[config.mk]
export PLATFORM = sky130hd
export DESIGN_NAME = mmio_timer
export DESIGN_NICKNAME = d
export VERILOG_FILES = /design/src/mem_map_pkg.sv /design/src/bus_pkg.sv /design/src/mmio_timer.sv
export SDC_FILE = /design/constraint.sdc
export NUM_CORES = 1
export LEC_CHECK = 0
export BUFFER_PORTS_ARGS = -buffer_cell sky130_fd_sc_hd__buf_4
export CAP_MARGIN = 20
export CORE_ASPECT_RATIO = 1.2
export CORE_UTILIZATION = 52
export CTS_CLUSTER_SIZE = 8
export DETAILED_ROUTE_END_ITERATION = 10
export PLACE_DENSITY_LB_ADDON = 0.1
export SYNTH_ARGS = -nofsm -noshare
export SYNTH_HDL_FRONTEND = slang
export SYNTH_SLANG_ARGS = --single-unit
[constraint.sdc]
create_clock -name clk -period 2.4 [get_ports clk]
set_clock_uncertainty 0.15 [all_clocks]
set_input_delay 0.36 -clock clk [delete_from_list [all_inputs] [get_ports clk]]
set_output_delay 0.36 -clock clk [all_outputs]
set_load 0.05 [all_outputs]
[src/mem_map_pkg.sv]
/*
 * Address map of the memory fabric
 * Area and MMIO core prefix enums, address field positions
 * Memory sizes, register indices and fixed values
 */
package mem_map_pkg;

  // ------------------------------------------------------------------------
  // Address fields
  // ------------------------------------------------------------------------
  localparam int unsigned area_msb = 31;
  localparam int unsigned area_lsb = 30;
  localparam int unsigned core_msb = 29;
  localparam int unsigned core_lsb = 24;
  localparam int unsigned word_lsb = 2;

  // Top two address bits
  typedef enum logic [1:0] {
    rom_area      = 2'd0,
    ram_area      = 2'd1,
    reserved_area = 2'd2,
    mmio_area     = 2'd3
  } area_e;

  // MMIO core prefix, any other value is unmapped
  typedef enum logic [5:0] {
    timer_core    = 6'h01,
    sys_ctrl_core = 6'h3f
  } core_e;

  // ------------------------------------------------------------------------
  // Sizes and fixed values
  // ------------------------------------------------------------------------
  localparam int unsigned rom_addr_bits = 8;
  localparam int unsigned ram_addr_bits = 10;
  localparam int unsigned reg_addr_bits = 8;

  localparam logic [31:0] illegal_instr  = 32'h0000_0000;
  localparam logic [7:0]  rom_tag        = 8'hb0;
  localparam logic [31:0] sys_name_value = 32'h5343_5431;

  // System-control registers
  localparam logic [reg_addr_bits-1:0] sys_mode_reg     = 8'd0;
  localparam logic [reg_addr_bits-1:0] sys_scramble_reg = 8'd1;
  localparam logic [reg_addr_bits-1:0] sys_aslr_reg     = 8'd2;
  localparam logic [reg_addr_bits-1:0] sys_name_reg     = 8'd3;

  // Timer registers and control bits
  localparam logic [reg_addr_bits-1:0] tmr_ctrl_reg     = 8'd0;
  localparam logic [reg_addr_bits-1:0] tmr_status_reg   = 8'd1;
  localparam logic [reg_addr_bits-1:0] tmr_prescale_reg = 8'd2;
  localparam logic [reg_addr_bits-1:0] tmr_value_reg    = 8'd3;
  localparam int unsigned tmr_start_bit = 0;
  localparam int unsigned tmr_stop_bit  = 1;

endpackage

[src/bus_pkg.sv]
/*
 * Bus structures
 * Master request, per-core request and per-core response
 */
package bus_pkg;

  // Request from the bus master, one outstanding at a time
  typedef struct packed {
    logic        valid;
    logic        instr;
    logic [31:0] addr;
    logic [31:0] wdata;
    logic [3:0]  wstrb;
  } cpu_req_t;

  // Request to one core, qualified by its own cs wire
  typedef struct packed {
    logic [3:0]                               we;
    logic [mem_map_pkg::ram_addr_bits-1:0]    addr;
    logic [31:0]                              wdata;
  } core_req_t;

  // Combinational answer of one core
  typedef struct packed {
    logic [31:0] rdata;
    logic        ready;
  } core_rsp_t;

  // Register index and word index share the addr field,
  // narrower indices sit in its low bits

endpackage

[src/mmio_timer.sv]
/*
 * Countdown timer on the MMIO bus
 * Prescaler, start and stop control, running status
 */
`timescale 1ns/1ps

module mmio_timer (
  input  logic               clk,
  input  logic               reset_n,
  input  logic               cs,
  input  bus_pkg::core_req_t req,
  output bus_pkg::core_rsp_t rsp
);

  typedef enum logic {
    tmr_idle,
    tmr_running
  } run_e;

  run_e        state;
  logic [31:0] prescale;
  logic [31:0] value;
  logic [31:0] tick_cnt;
  logic        wr;
  logic [mem_map_pkg::reg_addr_bits-1:0] idx;

  assign wr  = cs && (|req.we);
  assign idx = req.addr[mem_map_pkg::reg_addr_bits-1:0];

  always_ff @(posedge clk) begin
    if (!reset_n) begin
      state    <= tmr_idle;
      prescale <= 32'h0;
      value    <= 32'h0;
      tick_cnt <= 32'h0;
    end else begin
      // Count down once every prescale+1 cycles
      if (state == tmr_running) begin
        if (value == 32'h0) begin
          state <= tmr_idle;
        end else if (tick_cnt == prescale) begin
          tick_cnt <= 32'h0;
          value    <= value - 32'h1;
          if (value == 32'h1) begin
            state <= tmr_idle;
          end
        end else begin
          tick_cnt <= tick_cnt + 32'h1;
        end
      end

      // Bus writes override the counting in the same cycle
      if (wr) begin
        case (idx)
          mem_map_pkg::tmr_ctrl_reg: begin
            if (req.wdata[mem_map_pkg::tmr_stop_bit]) begin
              state <= tmr_idle;
            end else if (req.wdata[mem_map_pkg::tmr_start_bit]) begin
              state    <= tmr_running;
              tick_cnt <= 32'h0;
            end
          end
          mem_map_pkg::tmr_prescale_reg: prescale <= req.wdata;
          mem_map_pkg::tmr_value_reg:    value    <= req.wdata;
          default: ;
        endcase
      end
    end
  end

  always_comb begin
    case (idx)
      mem_map_pkg::tmr_status_reg:   rsp.rdata = {31'h0, state == tmr_running};
      mem_map_pkg::tmr_prescale_reg: rsp.rdata = prescale;
      mem_map_pkg::tmr_value_reg:    rsp.rdata = value;
      default:                       rsp.rdata = 32'h0;
    endcase
    rsp.ready = cs;
  end

endmodule

After elaboration in Yosys (flattened, before gate mapping) --
Index checks and enable logic that the tools add are counted.
Word-level totals: bits of input ports 49, memory bits (writable) 0, bits in latches 0, memories kept 0, flip-flop bits (word level) 97, logic and storage cells 37, memory bits (read-only) 0, output and inout port bits 33
Cells by class: equal/unequal tests 5, shift-type cells 0, bitwise gates (word level) 0, muxes and demuxes 21, add/sub/neg operators 2, divide/modulo/power cells 0, multiply operators 0, reductions and logical operators 5, $lt $le $gt $ge 0
Operators by type and width (count):
- 32-bit two-way mux | 12
- 32-bit case mux with 3 select lines | 1
- 32-bit by 1-bit adder with 32-bit output (second input constant) | 1
- 32-bit by 1-bit == test with 1-bit output (second input constant) | 1
- 32-bit == test | 1
- 32-bit zero test | 1
- 32-bit by 1-bit subtractor with 32-bit output (second input constant) | 1
- 8-bit by 2-bit == test with 1-bit output (second input constant) | 2
- 8-bit by 1-bit == test with 1-bit output (second input constant) | 1
- 8-bit zero test | 1
- 1-bit two-way mux | 8
- 4-bit OR reduction | 1
- 2-bit AND reduction | 1
- 1-bit logical AND | 1

Depth between registers and ports, before layout --
depth in word-level cells 9, depth in mapped cells 10

Worst setup path after synthesis --
OpenSTA, ideal clock, no wires.
kind flip-flop to flip-flop, start point register value[19], end point register value[6], data arrival time 2.283 ns, cell stages (with the launch flop) 7, slack -0.155 ns, setup time 0.122 ns, period minus slack after synthesis 2.555 ns, path through dfxtp_1 -> or4_4 -> or4_4 -> o31ai_4 -> buf_2 -> nor2_1 -> a221o_1
On the way: cells in the longest elaborated chain, start to end 5
Ends and longest elaborated chain:
- from (decl) | RTL line mmio_timer.sv:22 | logic [31:0] value;
- from (signal assigned) | RTL line mmio_timer.sv:43 | value <= value - 32'h1;
- from (signal assigned) | RTL line mmio_timer.sv:64 | mem_map_pkg::tmr_value_reg: value <= req.wdata;
- 32-bit zero test (*) | RTL line mmio_timer.sv:39 | if (value == 32'h0) begin
- 32-bit two-way mux (*) | RTL line mmio_timer.sv:39
- 32-bit two-way mux (*) | RTL line mmio_timer.sv:38 | if (state == tmr_running) begin
- 32-bit two-way mux | RTL line mmio_timer.sv:54 | case (idx)
- 32-bit two-way mux (*) | RTL line mmio_timer.sv:53 | if (wr) begin
Every way passes the cells marked *; elsewhere a longest branch is shown, timed or not. A chain may end at the register's enable or synchronous reset.

Worst setup path after layout --
start point register value[19], end point register value[25]
On the way: cells in the longest elaborated chain, start to end 6, elaborated cells on any way between the ends 7
Ends and longest elaborated chain:
- 32-bit by 1-bit subtractor with 32-bit output | RTL line mmio_timer.sv:43
- 32-bit two-way mux | RTL line mmio_timer.sv:41 | end else if (tick_cnt == prescale) begin
- 32-bit two-way mux (*) | RTL line mmio_timer.sv:39
- 32-bit two-way mux (*) | RTL line mmio_timer.sv:38
- 32-bit two-way mux | RTL line mmio_timer.sv:54
- 32-bit two-way mux (*) | RTL line mmio_timer.sv:53
Marks and branches as above.

==> flow_metrics.tcl <==
set metrics [dict create \
    gr-usage-all-layers 0.344 \
    hp-class "in -> reg" \
    share_clk_of_total_power 0.471 \
    ys_ff_latch 97 \
    synthesis.instances 724 \
    utilization 0.745 \
    wl_um 19800 \
    clk_latency_ps 350 \
    final.setup.worst_slack_ps -207 \
    dp.final_hpwl_um 13800 \
    dr.first_iter.drc_count 482 \
    critical_path_class "reg -> reg" \
    insertedDiodeCount 0 \
    cts_made_buffers 9 \
    critical_path.startpoint_type "register" \
    fp.dieArea_sq_mm 0.0112 \
    finalSetupViolCount 63 \
    crit_path_end_kind "register" \
    place_congestion 0.937 \
    grt_max_degree 49 \
    floorplan.die.width_um 96.9 \
    coreArea_sq_mm 0.0105 \
    layout-drive-gt1-share 0.336 \
    area_growth_syn_to_layout_pct 39.4 \
    p_switching_uw 800 \
    rsz0062_at_grt "true" \
    timing.critical_path.cells "or4_4 > or4_4 > or3_4 > buf_6 > nand4_1 > or4_1 > nand3_1" \
    placedInstanceArea_sq_mm 0.00708 \
    vias_per_cell 6.24 \
    first_global_vias 5977 \
    post-route-cell-area_sq_mm 0.00784 \
    grt_first_pass_wirelength_um 30300 \
    floorplan.initialDensity 0.535 \
    max_clock_freq_ghz 0.384 \
    mappedNetlistArea_sq_mm 0.00562 \
    yosys.cell_types.count 50 \
    fillers 777 \
    synthesis.area_per_instance_sq_um 7.77 \
    rows 41 \
    synth_seq_area_share 0.345 \
    failed_checks "setup timing" \
    post-place-ws_ps -256 \
    critPathArrivalTime_ps 2680 \
    tritoncts "done" \
    drt_pass_1_iters 5 \
    share_seq_of_total_power 0.454 \
    timing.critical_path.mode_cell "or4_4" \
    intPower_mw 2.75 \
    power.share.combinational 0.075 \
    ant_nets 0 \
    clockRootBuffer "clkbuf_16" \
    critPathSlowestCell "or4_4" \
    ctsLongestPathBuffers 2 \
    synth-warning-count 0 \
    avgRoutedWirePerCell_um 19.7 \
    buffer_ports.inserted 79 \
    cts.htree.levels 3 \
    cts_sinks 97 \
    initial_antenna_violation_count 0 \
    layout_worst_path_cycle_share 1.09 \
    drv_slew 0 \
    power_per_cell_area_mw_per_mm2 453 \
    crit_path_max_incr_delay_ps 540 \
    detailroute.via_count 6263 \
    drc_errors 0 \
    worst-endpoint-required_ps 2470 \
    swShare 0.225 \
    worst_hold_slack_ps 106 \
    finalHoldViolCount 0 \
    status "finished, violations left" \
    timing.max_cap.violations 0 \
    mappedNetlistNets 777 \
    fin_total_pwr_mw 3.55 \
    vdd.ir_drop.worst_mv 0.276 \
    highest_fanout_seen_on_the_critical_path 6 \
    synth_async_sr_flop_share 0 \
    grt-ovfl-total 0 \
    total_leakage_power_nw 2.92 \
    finish.net_count 923 \
    fp.dieH_um 116 \
    edff_count_synth 0 \
    floorplan.io_pins 82 \
    slew-limit-headroom 0.608 \
    ys.flop_type "dfxtp_1" \
    worst_path_dominant_cell_family "simple AND/OR/NAND/NOR gates" \
    post_cts_hold_buffer_count 0 \
    worst-path-buf-inv 1 \
    worst-slew-pin-transition_ps 587 \
    clk_pin_slew_ps 70 \
    layout_min_cycle_time_ps 2610 \
]
## worst reg2reg max path: stages, from the launching register on
cell and delay, ps:
dfxtp_2 320, or4_4 550, or4_4 510, or3_4 500
buf_6 170, nand4_1 90, or4_1 120, nand3_1 90
## logic make-up after synthesis
| kind of cell | share of synthesized area |
|---|---|
| multiplexers | 0.0572 |
| AO/OA/AOI/OAI | 0.135 |
| adder cells (fa/ha/maj) | 0.00890 |
| XOR/XNOR | 0.0981 |
| AND/OR/NAND/NOR | 0.307 |
| flip-flops | 0.345 |
| buffers and inverters | 0.0483 |
## layout by cell type (no fill, tap or decap), types with 13 or more instances in the layout
cell,synthesis,layout
a21oi_1,34,33
a31oi_1,22,21
buf_4,3,167
dfxtp_1,97,93
mux2i_1,31,31
nand2_1,85,84
nand3_1,41,33
nand4_1,22,22
nor2_1,83,52
nor2_2,1,31
nor3_1,19,16
nor4_1,22,20
o21ai_0,24,24
or3_1,28,24
or4_1,21,13
xnor2_1,60,57
## flip-flops by register name (all words and copies together) (netlist names)
register,cells
prescale,32
tick_cnt,32
value,32
state,1
## layer usage
layer | global-route usage | part of all wire | vias to the layer above
met5 | 0 | 0 | -
met3 | 0.0416 | 0.070 | 49
met1 | 0.438 | 0.41 | 3028
li1 | - | - | 2899
met4 | 0.153 | 0.033 | 0
met2 | 0.590 | 0.49 | 287
## cell type report
type / instances / area, sq um / share of cell area
clock buffers: 9 / 225 / 0.0287
clock inverters: 7 / 116 / 0.0148
inverters: 11 / 41.3 / 0.00527
multi-input cells: 563 / 3760 / 0.480
flip-flops and latches: 97 / 1950 / 0.248
well taps: 129 / 161 / 0.0206
repair buffers: 188 / 1580 / 0.202
## cells in the mapped netlist (11+ instances only)
| cell | n | area [sq um] |
|---|---|---|
| nand3_1 | 41 | 205 |
| inv_1 | 11 | 41.3 |
| nor4_1 | 22 | 138 |
| xnor2_1 | 60 | 526 |
| or4_1 | 21 | 158 |
| a31oi_1 | 22 | 138 |
| nor2_1 | 83 | 312 |
| nor3_1 | 19 | 95.1 |
| nand4_1 | 22 | 138 |
| dfxtp_1 | 97 | 1940 |
| mux2i_1 | 31 | 310 |
| o21ai_0 | 24 | 120 |
| clkbuf_1 | 47 | 176 |
| a21oi_1 | 34 | 170 |
| or3_1 | 28 | 175 |
| nand2_1 | 85 | 319 |
| o31ai_1 | 15 | 113 |
## through the flow
step,cells,setup TNS [ps]
detailed placement,972,-7320
global route,1004,-11020
finish,1004,-8670
global placement,972,-5840
CTS,1001,-6170
floorplan,724,-4100
## power by group through the flow
stage	logic (mW)	registers (mW)	clock network, mW
after detailed placement	0.230	1.65	0
after global placement	0.228	1.65	0
after global routing	0.281	1.61	1.74
after CTS	0.251	1.61	1.67
after floorplan	0.0999	1.65	0
final	0.266	1.61	1.67
## worst paths after layout
path                     from           end  slack (ps)  depth (start not counted)
setup / recovery    value[19]     value[25]        -210                          7
hold / removal        req[15]  prescale[15]         110                          3
setup reg to reg    value[19]     value[25]        -210                          7
hold reg to reg   prescale[8]   prescale[8]         340                          2
## timing repair
action	in CTS	in global routing
setup endpoints to repair	61	65
pin swaps	25	16
cloned	2	1
setup buffers	12	3
resized for setup	33	24
No activity file was read; power rests on OpenSTA's default activity.
