## src/mem_map_pkg.sv

```systemverilog
/*
 * Address map of the memory fabric
 * Area and MMIO core prefix enums, address field positions
 * Memory sizes, register indices and fixed values
 */
package mem_map_pkg;

  // ------------------------------------------------------------------------
  // Address fields
  // ------------------------------------------------------------------------
  localparam int unsigned area_msb = 31;
  localparam int unsigned area_lsb = 30;
  localparam int unsigned core_msb = 29;
  localparam int unsigned core_lsb = 24;
  localparam int unsigned word_lsb = 2;

  // Top two address bits
  typedef enum logic [1:0] {
    rom_area      = 2'd0,
    ram_area      = 2'd1,
    reserved_area = 2'd2,
    mmio_area     = 2'd3
  } area_e;

  // MMIO core prefix, any other value is unmapped
  typedef enum logic [5:0] {
    timer_core    = 6'h01,
    sys_ctrl_core = 6'h3f
  } core_e;

  // ------------------------------------------------------------------------
  // Sizes and fixed values
  // ------------------------------------------------------------------------
  localparam int unsigned rom_addr_bits = 8;
  localparam int unsigned ram_addr_bits = 10;
  localparam int unsigned reg_addr_bits = 8;

  localparam logic [31:0] illegal_instr  = 32'h0000_0000;
  localparam logic [7:0]  rom_tag        = 8'hb0;
  localparam logic [31:0] sys_name_value = 32'h5343_5431;

  // System-control registers
  localparam logic [reg_addr_bits-1:0] sys_mode_reg     = 8'd0;
  localparam logic [reg_addr_bits-1:0] sys_scramble_reg = 8'd1;
  localparam logic [reg_addr_bits-1:0] sys_aslr_reg     = 8'd2;
  localparam logic [reg_addr_bits-1:0] sys_name_reg     = 8'd3;

  // Timer registers and control bits
  localparam logic [reg_addr_bits-1:0] tmr_ctrl_reg     = 8'd0;
  localparam logic [reg_addr_bits-1:0] tmr_status_reg   = 8'd1;
  localparam logic [reg_addr_bits-1:0] tmr_prescale_reg = 8'd2;
  localparam logic [reg_addr_bits-1:0] tmr_value_reg    = 8'd3;
  localparam int unsigned tmr_start_bit = 0;
  localparam int unsigned tmr_stop_bit  = 1;

endpackage

```

## src/bus_pkg.sv

```systemverilog
/*
 * Bus structures
 * Master request, per-core request and per-core response
 */
package bus_pkg;

  // Request from the bus master, one outstanding at a time
  typedef struct packed {
    logic        valid;
    logic        instr;
    logic [31:0] addr;
    logic [31:0] wdata;
    logic [3:0]  wstrb;
  } cpu_req_t;

  // Request to one core, qualified by its own cs wire
  typedef struct packed {
    logic [3:0]                               we;
    logic [mem_map_pkg::ram_addr_bits-1:0]    addr;
    logic [31:0]                              wdata;
  } core_req_t;

  // Combinational answer of one core
  typedef struct packed {
    logic [31:0] rdata;
    logic        ready;
  } core_rsp_t;

  // Register index and word index share the addr field,
  // narrower indices sit in its low bits

endpackage

```

## src/sys_ctrl.sv

```systemverilog
/*
 * System-control core
 * Firmware/application mode, RAM scramble keys, fetch protection
 */
`timescale 1ns/1ps

module sys_ctrl (
  input  logic                                  clk,
  input  logic                                  reset_n,
  input  logic                                  cs,
  input  bus_pkg::core_req_t                    req,
  output bus_pkg::core_rsp_t                    rsp,
  input  bus_pkg::cpu_req_t                     cpu_req,
  output logic [31:0]                           ram_scramble,
  output logic [mem_map_pkg::ram_addr_bits-1:0] ram_aslr,
  output logic                                  force_trap
);

  typedef enum logic {
    fw_mode,
    app_mode
  } mode_e;

  mode_e       mode;
  logic [31:0] scramble_key;
  logic [mem_map_pkg::ram_addr_bits-1:0] aslr_key;
  logic        wr;
  logic        rom_fetch;
  logic [mem_map_pkg::reg_addr_bits-1:0] idx;

  assign wr  = cs && (|req.we);
  assign idx = req.addr[mem_map_pkg::reg_addr_bits-1:0];

  // ------------------------------------------------------------------------
  // Mode and keys
  // ------------------------------------------------------------------------
  always_ff @(posedge clk) begin
    if (!reset_n) begin
      mode         <= fw_mode;
      scramble_key <= 32'h0;
      aslr_key     <= '0;
    end else if (wr) begin
      // Application mode is sticky until reset
      if (idx == mem_map_pkg::sys_mode_reg && req.wdata[0]) begin
        mode <= app_mode;
      end
      // Keys are locked once the application runs
      if (mode == fw_mode) begin
        if (idx == mem_map_pkg::sys_scramble_reg) begin
          scramble_key <= req.wdata;
        end
        if (idx == mem_map_pkg::sys_aslr_reg) begin
          aslr_key <= req.wdata[mem_map_pkg::ram_addr_bits-1:0];
        end
      end
    end
  end

  assign ram_scramble = scramble_key;
  assign ram_aslr     = aslr_key;

  // Application code may not execute from the boot ROM
  assign rom_fetch = cpu_req.valid && cpu_req.instr &&
                     (cpu_req.addr[mem_map_pkg::area_msb:mem_map_pkg::area_lsb] ==
                      mem_map_pkg::rom_area);
  assign force_trap = (mode == app_mode) && rom_fetch;

  // ------------------------------------------------------------------------
  // Register read
  // ------------------------------------------------------------------------
  always_comb begin
    case (idx)
      mem_map_pkg::sys_mode_reg:     rsp.rdata = {31'h0, mode == app_mode};
      mem_map_pkg::sys_scramble_reg: rsp.rdata = scramble_key;
      mem_map_pkg::sys_aslr_reg:     rsp.rdata = {{(32 - mem_map_pkg::ram_addr_bits){1'b0}},
                                                  aslr_key};
      mem_map_pkg::sys_name_reg:     rsp.rdata = mem_map_pkg::sys_name_value;
      default:                       rsp.rdata = 32'h0;
    endcase
    rsp.ready = cs;
  end

endmodule

```

## config.mk

```make
export PLATFORM = sky130hd
export DESIGN_NAME = sys_ctrl
export DESIGN_NICKNAME = d
export VERILOG_FILES = /design/src/mem_map_pkg.sv /design/src/bus_pkg.sv /design/src/sys_ctrl.sv
export SDC_FILE = /design/constraint.sdc
export NUM_CORES = 1
export LEC_CHECK = 0
export BUFFER_PORTS_ARGS = -buffer_cell sky130_fd_sc_hd__buf_2
export CAP_MARGIN = 10
export CORE_MARGIN = 2
export CORE_UTILIZATION = 37
export CTS_CLUSTER_DIAMETER = 30
export CTS_CLUSTER_SIZE = 30
export DETAILED_ROUTE_END_ITERATION = 10
export GPL_TIMING_DRIVEN = 0
export PLACE_DENSITY = 0.91
export SYNTH_ARGS = -nofsm -noshare
export SYNTH_HDL_FRONTEND = slang
export SYNTH_SLANG_ARGS = --single-unit
```

## constraint.sdc

```tcl
create_clock -name clk -period 1.71 [get_ports clk]
set_input_delay 0.2565 -clock clk [delete_from_list [all_inputs] [get_ports clk]]
set_output_delay 0.2565 -clock clk [all_outputs]
set_load 0.02 [all_outputs]
```

# Word level (Yosys, flattened, before mapping)
# Cells that the tools add are included.
# word_totals
reg_bits	43
output_inout_bits	76
wordCells	19
# classes
n_eq_ne	3
muxes	1
bitwise	1
n_reduce_logical	11
# op_table
op	n
32-bit one-hot mux with 4 select lines	1
8-bit by 2-bit == test with 1-bit output (second input constant)	2
8-bit by 1-bit == test with 1-bit output (second input constant)	1
8-bit logical NOT	1
3-bit AND reduction	2
1-bit logical AND	5
4-bit OR reduction	1
2-bit logical NOT	1
2-bit AND reduction	1
1-bit inverter	1

# Depth between registers and ports, before layout
# Gate-level depths: netlist (run 1).
# depth
ltp_word	3
mapped_depth	6
mapped_depth_nobuf	3

# Worst setup path before layout (run 1)
# No wires, ideal clock.
# synth_timing
kind	input to output
start	in req[37] (netlist name)
end	out rsp[1] (netlist name)
arrival_time_ps	1560
t_required_ps	1454
path_slack_ps	-107
path_stages	3
path_buffers	0
cell_sequence	nor4_2 > nand2_1 > nor3_1
# synth_lines
element	line	text
start, declared	sys_ctrl.sv:11	input bus_pkg::core_req_t req,
end, declared	sys_ctrl.sv:12	output bus_pkg::core_rsp_t rsp,

==> impl_metrics.json, run 1 <==
{
  "critPathRequiredTime_ns": 1.45,
  "crit_type": "primary input to output pin",
  "area_growth_pct": 42.33,
  "grt_pass1_wl_um": 10620,
  "synth_ff_type": "dfxtp_1",
  "path_buf_inv": 4,
  "synth_edf_count": 0,
  "root_buffer": "clkbuf_8",
  "grt_use_total_pct": 21.73,
  "tightest_slew_ns": 0.5825,
  "leakage_nw": 1.543,
  "cts_made_buffers": 5,
  "final_core_util_pct": 54.62,
  "io_buffer_count": 125,
  "num-nets-final": 508,
  "slowest_delay_ns": 0.25,
  "first_pass_iters": 4,
  "drtIter0Drc": 119,
  "syn-num-nets": 373,
  "cts_buffer_depth": 2,
  "yosysSeqAreaShare_pct": 40.73,
  "layout-drive-gt1-share_pct": 39.33,
  "die_w_um": 79.58,
  "yosysTopAreaCell": "dfxtp_1",
  "worstPathCellList": "buf_2 -> nor4_4 -> buf_4 -> buf_2 -> and3_1 -> buf_2",
  "hold_depth": 3,
  "reg2reg_depth": 5,
  "synth.most_common_cell": "nand2_1",
  "synth_top_cells_by_count": "nand2_1, dfxtp_1, mux2i_1, nor2_1, clkbuf_1",
  "die_y_um": 79.58,
  "viasPerCell": 4.991,
  "multi_input_area_sq_um": 1155,
  "synth_area_sq_um": 2113,
  "hpwlAfterDp_um": 5247,
  "crit_family": "buffers and inverters",
  "cellPowerDensity_nw_per_um2": 649.0,
  "ioPinCount": 195,
  "crit_fanout": 10,
  "grt_max_degree": 13,
  "slew_viol_final": 0,
  "hp-class": "primary input to register",
  "ant_nets": 0,
  "start_util_pct": 38.38,
  "finalSetupViolCount": 0,
  "cp-end-kind": "output pin",
  "irDropWorstVdd_v": 0.0003666,
  "yosys.area.top_type_share_pct": 40.73,
  "grt_pass1_vias": 2202,
  "vias": 2301,
  "worst-path-stages": 6,
  "layout_min_cycle_time_ns": 1.651,
  "n_antenna_cell": 0,
  "synthCells": 254,
  "crit_top_cell": "buf_2",
  "fillCellCount": 526,
  "layoutNonFillerInstCount": 461,
  "ys_ff_latch": 43,
  "cp-start-kind": "primary input",
  "finalClockSkew_ns": 0.004969,
  "fmax_mhz": 605.8,
  "status": "finished, final reports clean",
  "arrival_ns": 1.39,
  "cts.clk_slew.worst_paths_ns": 0.08,
  "clk_latency_ns": 0.29,
  "finalCritPeriodShare_pct": 96.54,
  "relSlewSlack_pct": 61.17,
  "design.die.area_sq_um": 6332,
  "antenna_found_initial": 0,
  "seq_area_sq_um": 860.8,
  "crit_slowest_cell": "nor4_4",
  "ys_types": 25,
  "max-cap-violations": 0,
  "grt_overflow": 0,
  "post_drt_wl_per_cell_um": 14.88,
  "drc_errors": 0,
  "routabilityCongestion": 0.7398,
  "rows": 27,
  "synth.avg_cell_area_sq_um": 8.320,
  "cts.sinks": 43,
  "ctsHoldBuffers": 0,
  "coreArea_sq_um": 5507,
  "postPlaceCellArea_sq_um": 2834,
  "dp.cells": 451,
  "finalHoldViolCount": 0,
  "cts_tree": "yes",
  "synth_area_leaders": "dfxtp_1, mux2i_1, nand2_1",
  "design_area_sq_um": 3008,
  "drt-total-wl_um": 6860,
  "synth-warning-count": 0,
  "async_flop_share_pct": 0,
  "htreeDepth": 2
}
layout by cell type (no fill, tap or decap):
cell type  count
and2b_1        1
and3_1        12
and4_1         1
nor3_1         1
bufinv_16      1
a21oi_1        2
buf_2        128
nand2_4        1
nor4_4         1
o21ai_0        3
clkbuf_1       9
nor2b_1        4
nand3_1        1
nor4b_4        1
buf_12         3
buf_4          4
nor3_2         1
nand3_4        1
a22oi_1        7
a211oi_1       1
mux2i_1       42
clkbuf_8       5
clkbuf_2       4
dfxtp_1       43
nand4_1        2
buf_6          1
clkbuf_4       1
nand4bb_1      1
nor4bb_1       1
or4_4          1
nor2_1        28
nand2_1       77
tightest hold or removal path, cell delays in order:
cell	delay (ns)
buf_2	0.09
nand2_1	0.04
mux2i_1	0.05
layout make-up:
cell class | count | area share [%]
Buffer | 21 | 5.033
Clock buffer | 6 | 2.413
Clock inverter | 1 | 0.9983
Multi-Input combinational cell | 190 | 38.39
Sequential cell | 43 | 28.62
Tap cell | 72 | 2.995
Timing Repair Buffer | 128 | 21.55
cells by family (layout without fill, tap and decap cells):
family | Yosys count | after routing | synth area share (%)
compound gates | 13 | 13 | 4.026
buf+inv | 21 | 156 | 6.631
flops | 43 | 43 | 40.73
mux | 42 | 42 | 19.89
simple gates | 135 | 135 | 28.71
metal layers:
layer	track usage (%)	wire (um)	share of wire, %	up-vias
met3	5.090	597	8.7	7
met5	0	0	0	-
met2	36.39	3135	46	110
met1	28.08	3056	45	1064
met4	5.517	70	1.0	0
li1	-	-	-	1120
final timing paths:
| check | startpoint | end | slack (ns) |
|---|---|---|---|
| max | req[38] | rsp[27] | 0.06 |
| min | req[25] | ram_scramble[25] | 0.20 |
| max reg2reg | mode | ram_scramble[8] | 0.36 |
| min reg2reg | ram_scramble[29] | ram_scramble[29] | 0.47 |
stage by stage:
step	hold slack, ns	power (mW)	TNS [ns]	setup slack (ns)
floorplan	0.3987	1.109	0	0.02982
global placement	0.4531	1.200	-11.71	-0.3631
detailed placement	0.4594	1.204	-16.47	-0.4502
CTS	0.1927	1.966	0	0.02372
global route	0.2058	2.024	-0.00004163	-0.00004163
finish	0.2030	1.952	0	0.05924
sequential cells by signal, summed over array words and instances, names as in the netlist:
register,count
ram_aslr,10
mode,1
ram_scramble,32
timing repair:
item                                    in CTS  in global routing
resized for setup                            9                 10
endpoints found under the setup margin      30                 28
pin swaps                                    2                  0
buffers inserted                             3                  0
gates cloned                                 0                  0
power by group:
part	internal [mW]	switching (mW)	leakage, nW
sequential	1.00	0.000946	0.346
clock	0.428	0.330	0.0513
combinational	0.0782	0.113	1.15
total	1.51	0.444	1.54
Note: power is estimated with default switching activity, not from simulation.
==> run 2, diff against run 1 <==
--- a/config.mk
+++ b/config.mk
@@ -14,6 +14,7 @@
 export DETAILED_ROUTE_END_ITERATION = 10
 export GPL_TIMING_DRIVEN = 0
 export PLACE_DENSITY = 0.91
+export REMOVE_ABC_BUFFERS = 1
 export SYNTH_ARGS = -nofsm -noshare
 export SYNTH_HDL_FRONTEND = slang
 export SYNTH_SLANG_ARGS = --single-unit
==> impl_metrics.json, run 2 (synthesis results as in run 1) <==
{
  "status": "finished, final reports clean",
  "routabilityCongestion": 0.7180,
  "drtIter0Drc": 80,
  "finalCritPeriodShare_pct": 95.97,
  "p_switching_uw": 430.0,
  "crit_type": "primary input to output pin",
  "top_usage_layer": "met2",
  "hpwlAfterDp_um": 4320,
  "ant_nets": 0,
  "drt-total-wl_um": 5965,
  "vias": 2216,
  "slew_viol_final": 0,
  "layout_commonest_cell": "buf_2",
  "clk_latency_ns": 0.29,
  "hold_depth": 3,
  "die_w_um": 79.58,
  "post_drt_wl_per_cell_um": 13.37,
  "start_util_pct": 38.38,
  "grt_max_degree": 77,
  "num-nets-final": 492,
  "layout-drive-gt1-share_pct": 39.57,
  "layout_min_cycle_time_ns": 1.641,
  "hp-class": "primary input to register",
  "cts_buffer_depth": 2,
  "cts_made_buffers": 5,
  "cts.sinks": 43,
  "tightest_slew_ns": 0.6489,
  "finalClockSkew_ns": 0.004222,
  "grt_pass1_wl_um": 9232,
  "fin_ws_ns": 0.06886,
  "arrival_ns": 1.38,
  "cellPowerDensity_nw_per_um2": 640.3,
  "reg2reg_depth": 4,
  "grt_use_total_pct": 18.39,
  "irDropWorstVdd_v": 0.0003328,
  "leakage_nw": 1.506,
  "ioPinCount": 195,
  "gr-usage-met1_pct": 21.69,
  "cts.clk_slew.worst_paths_ns": 0.08,
  "power_frac_seq_pct": 53.4,
  "coreArea_sq_um": 5507,
  "largest_reg_flops": 32,
  "final_cell_mix": "buf_2, nand2_1, dfxtp_1",
  "finalSetupViolCount": 0,
  "grt_overflow": 0,
  "first_pass_iters": 4,
  "rows": 27,
  "cp-end-kind": "output pin",
  "root_buffer": "clkbuf_8",
  "htreeDepth": 2,
  "met3_usage_pct": 5.204,
  "p_int_mw": 1.445,
  "grt_pass1_vias": 2052,
  "pwr-share-comb_pct": 9.5,
  "cp-start-kind": "primary input",
  "relSlewSlack_pct": 56.74,
  "clkPwrFrac_pct": 37.0,
  "critPathRequiredTime_ns": 1.45,
  "antenna_found_initial": 0,
  "drc_errors": 0,
  "max-cap-violations": 0,
  "fmax_mhz": 609.3,
  "cts_tree": "yes",
  "die_y_um": 79.58,
  "viasPerCell": 4.969,
  "finalHoldViolCount": 0,
  "grt_use_met2_pct": 32.18,
  "switching_share_pct": 22.93,
  "crit_fanout": 10,
  "design.die.area_sq_um": 6332,
  "n_antenna_cell": 0,
  "final_core_util_pct": 53.19,
  "post-place-ws_ns": -1.211,
  "area_growth_pct": 38.60,
  "io_buffer_count": 126
}
## run 2: critical path, cell delays in order
cell	delay [ns]
buf_2	0.12
nor2_1	0.40
nand3_4	0.20
nor2_1	0.20
buf_2	0.19
## run 2: final cells by class
| class | instances | area (sq um) |
|---|---|---|
| tap | 72 | 90.09 |
| multi-input combinational | 190 | 1162 |
| clock buffer | 8 | 100.1 |
| fill | 491 | 2577 |
| sequential | 43 | 860.8 |
| timing repair buffer | 133 | 715.7 |
## run 2: metrics by stage
stage | TNS (ns) | power (mW) | hold WS [ns] | cells | cell area (sq um)
after floorplan | -34.12 | 1.075 | 0.3692 | 233 | 1973
after global placement | -91.51 | 1.177 | 0.4504 | 431 | 2694
after detailed placement | -73.19 | 1.183 | 0.4609 | 432 | 2723
after CTS | 0 | 1.889 | 0.1973 | 445 | 2897
after global routing | -0.009572 | 1.957 | 0.2048 | 446 | 2929
final | 0 | 1.875 | 0.2060 | 446 | 2929
## run 2: final timing paths
kind / slack [ns] / from / end
max: 0.07 / req[35] / rsp[23]
min: 0.21 / req[20] / ram_scramble[20]
max reg2reg: 0.19 / mode / ram_scramble[16]
min reg2reg: 0.47 / ram_scramble[11] / ram_scramble[11]
## run 2: repair_timing
action	4_1_cts	5_1_grt
pin swaps	3	0
hold buffers	0	0
endpoints found under the setup margin	74	8
cloned	0	0
setup buffers	5	0
resized for setup	7	3
## run 2: power by group through the flow
| stage | combinational (mW) | clock (mW) | sequential (mW) |
|---|---|---|---|
| floorplan | 0.0473 | 0 | 1.03 |
| global placement | 0.151 | 0 | 1.03 |
| detailed placement | 0.157 | 0 | 1.03 |
| CTS | 0.169 | 0.718 | 1.00 |
| global route | 0.197 | 0.758 | 1.00 |
| finish | 0.179 | 0.694 | 1.00 |
## run 2: metal layers
| layer | wire [um] | part of all wire [%] |
|---|---|---|
| met3 | 492 | 8.2 |
| met4 | 63 | 1.1 |
| met5 | 0 | 0 |
| met2 | 2755 | 46 |
| met1 | 2653 | 44 |
==> run 3, diff against run 2 <==
--- a/config.mk
+++ b/config.mk
@@ -8,12 +8,12 @@
 export BUFFER_PORTS_ARGS = -buffer_cell sky130_fd_sc_hd__buf_2
 export CAP_MARGIN = 10
 export CORE_MARGIN = 2
-export CORE_UTILIZATION = 37
+export CORE_UTILIZATION = 40
 export CTS_CLUSTER_DIAMETER = 30
 export CTS_CLUSTER_SIZE = 30
 export DETAILED_ROUTE_END_ITERATION = 10
 export GPL_TIMING_DRIVEN = 0
-export PLACE_DENSITY = 0.91
+export PLACE_DENSITY = 0.95
 export REMOVE_ABC_BUFFERS = 1
 export SYNTH_ARGS = -nofsm -noshare
 export SYNTH_HDL_FRONTEND = slang
==> constraint.sdc (replaced) <==
create_clock -name clk -period 2.1 [get_ports clk]
set_input_delay 0.315 -clock clk [delete_from_list [all_inputs] [get_ports clk]]
set_output_delay 0.315 -clock clk [all_outputs]
set_load 0.02 [all_outputs]
==> impl_metrics.json, run 3 (synthesis results as in run 1) <==
{
  "gr-usage-met1_pct": 24.01,
  "n_antenna_cell": 0,
  "layout_commonest_cell": "buf_2",
  "routabilityCongestion": 0.7846,
  "hp-class": "primary input to register",
  "finalClockSkew_ns": 0.006351,
  "grt_pass1_wl_um": 9867,
  "max-cap-violations": 0,
  "top_usage_layer": "met2",
  "design.die.area_sq_um": 5881,
  "drc_errors": 0,
  "rows": 26,
  "finalHoldViolCount": 0,
  "cp-end-kind": "register",
  "relSlewSlack_pct": 47.29,
  "fin_ws_ns": 0.1263,
  "crit_type": "primary input to register",
  "clk_latency_ns": 0.29,
  "finalCritPeriodShare_pct": 93.98,
  "slew_viol_final": 0,
  "die_w_um": 76.69,
  "cp-start-kind": "primary input",
  "tightest_slew_ns": 0.7883,
  "finalSetupViolCount": 0,
  "status": "finished, final reports clean",
  "coreArea_sq_um": 5107,
  "arrival_ns": 2.19,
  "grt_use_met2_pct": 35.53,
  "drtIter0Drc": 130,
  "crit_fanout": 20,
  "cts.sinks": 43,
  "grt_use_total_pct": 20.58,
  "area_growth_pct": 34.87,
  "finalPower_mw": 1.453,
  "fmax_mhz": 506.7,
  "largest_reg_flops": 32,
  "hpwlAfterDp_um": 4418,
  "layout-drive-gt1-share_pct": 38.01,
  "final_cell_mix": "buf_2, nand2_1, dfxtp_1",
  "drt-total-wl_um": 6071,
  "post_drt_wl_per_cell_um": 13.77,
  "vias": 2212,
  "root_buffer": "clkbuf_8",
  "num-nets-final": 489,
  "cts_tree": "yes",
  "first_pass_iters": 4,
  "post-place-ws_ns": -0.9041,
  "critPathRequiredTime_ns": 2.31,
  "layout_min_cycle_time_ns": 1.974,
  "viasPerCell": 5.016,
  "htreeDepth": 2,
  "die_y_um": 76.69,
  "met3_usage_pct": 6.471,
  "grt_max_degree": 77,
  "cts.clk_slew.worst_paths_ns": 0.08,
  "ioPinCount": 195,
  "cts_buffer_depth": 2,
  "ant_nets": 0,
  "antenna_found_initial": 0,
  "leakage_nw": 1.461,
  "io_buffer_count": 126,
  "start_util_pct": 41.38,
  "grt_overflow": 0,
  "rsz0062_at_grt": "false",
  "cts_made_buffers": 5,
  "grt_pass1_vias": 2163,
  "cellPowerDensity_nw_per_um2": 509.9,
  "irDropWorstVdd_v": 0.0003256
}
-- run 3: final timing paths --
| kind | startpoint | end | slack, ns | cells past startpoint |
|---|---|---|---|---|
| min reg2reg | ram_scramble[21] | ram_scramble[21] | 0.47 | 2 |
| min | req[18] | ram_scramble[18] | 0.27 | 3 |
| max reg2reg | mode | ram_aslr[1] | 0.27 | 3 |
| max | req[33] | ram_scramble[26] | 0.13 | 5 |
-- run 3: repair_timing --
item / 4_1_cts / 5_1_grt
pin swaps: 1 / 1
hold buffers: 0 / 0
gates resized for setup: 3 / 1
setup endpoints to repair: 74 / 9
setup buffers: 2 / 0
-- run 3: layout make-up --
type | instances | area [sq um]
fillers | 464 | 2257
multi-input cells | 190 | 1135
flip-flops and latches | 43 | 860.8
repair buffers | 130 | 685.7
well taps | 70 | 87.58
clock buffers | 7 | 76.32
clock inverters | 1 | 5.005
-- run 3: worst max-delay path, stage by stage --
cell     delay [ns]
buf_2          0.21
nor4b_4        0.64
and4_4         0.54
buf_12         0.23
mux2i_1        0.22
-- run 3: metal layers --
metal	wire [um]	share of wire, %	vias to the layer above
met3	509	8.4	4
met1	2601	43	1005
li1	-	-	1077
met4	52	0.86	0
met2	2907	48	126
met5	0	0	-
-- run 3: through the flow --
| stage | utilization (%) | setup TNS [ns] | hold WS, ns | std cells | instance area (sq um) |
|---|---|---|---|---|---|
| 2_1_floorplan | - | -16.65 | 0.4277 | 233 | 1973 |
| 3_3_place_gp | 52.69 | -66.86 | 0.4511 | 429 | 2691 |
| 3_5_place_dp | 53.11 | -46.25 | 0.4568 | 430 | 2713 |
| 4_1_cts | 55.36 | 0 | 0.2529 | 440 | 2828 |
| 5_1_grt | 55.81 | 0 | 0.2543 | 441 | 2850 |
| 6_report | 55.81 | 0 | 0.2667 | 441 | 2850 |
-- run 3: where the power goes --
group	internal (mW)	leakage (nW)	switching [mW]
Sequential	0.815	0.346	0.000752
Combinational	0.0588	1.07	0.0812
Clock	0.234	0.0422	0.264
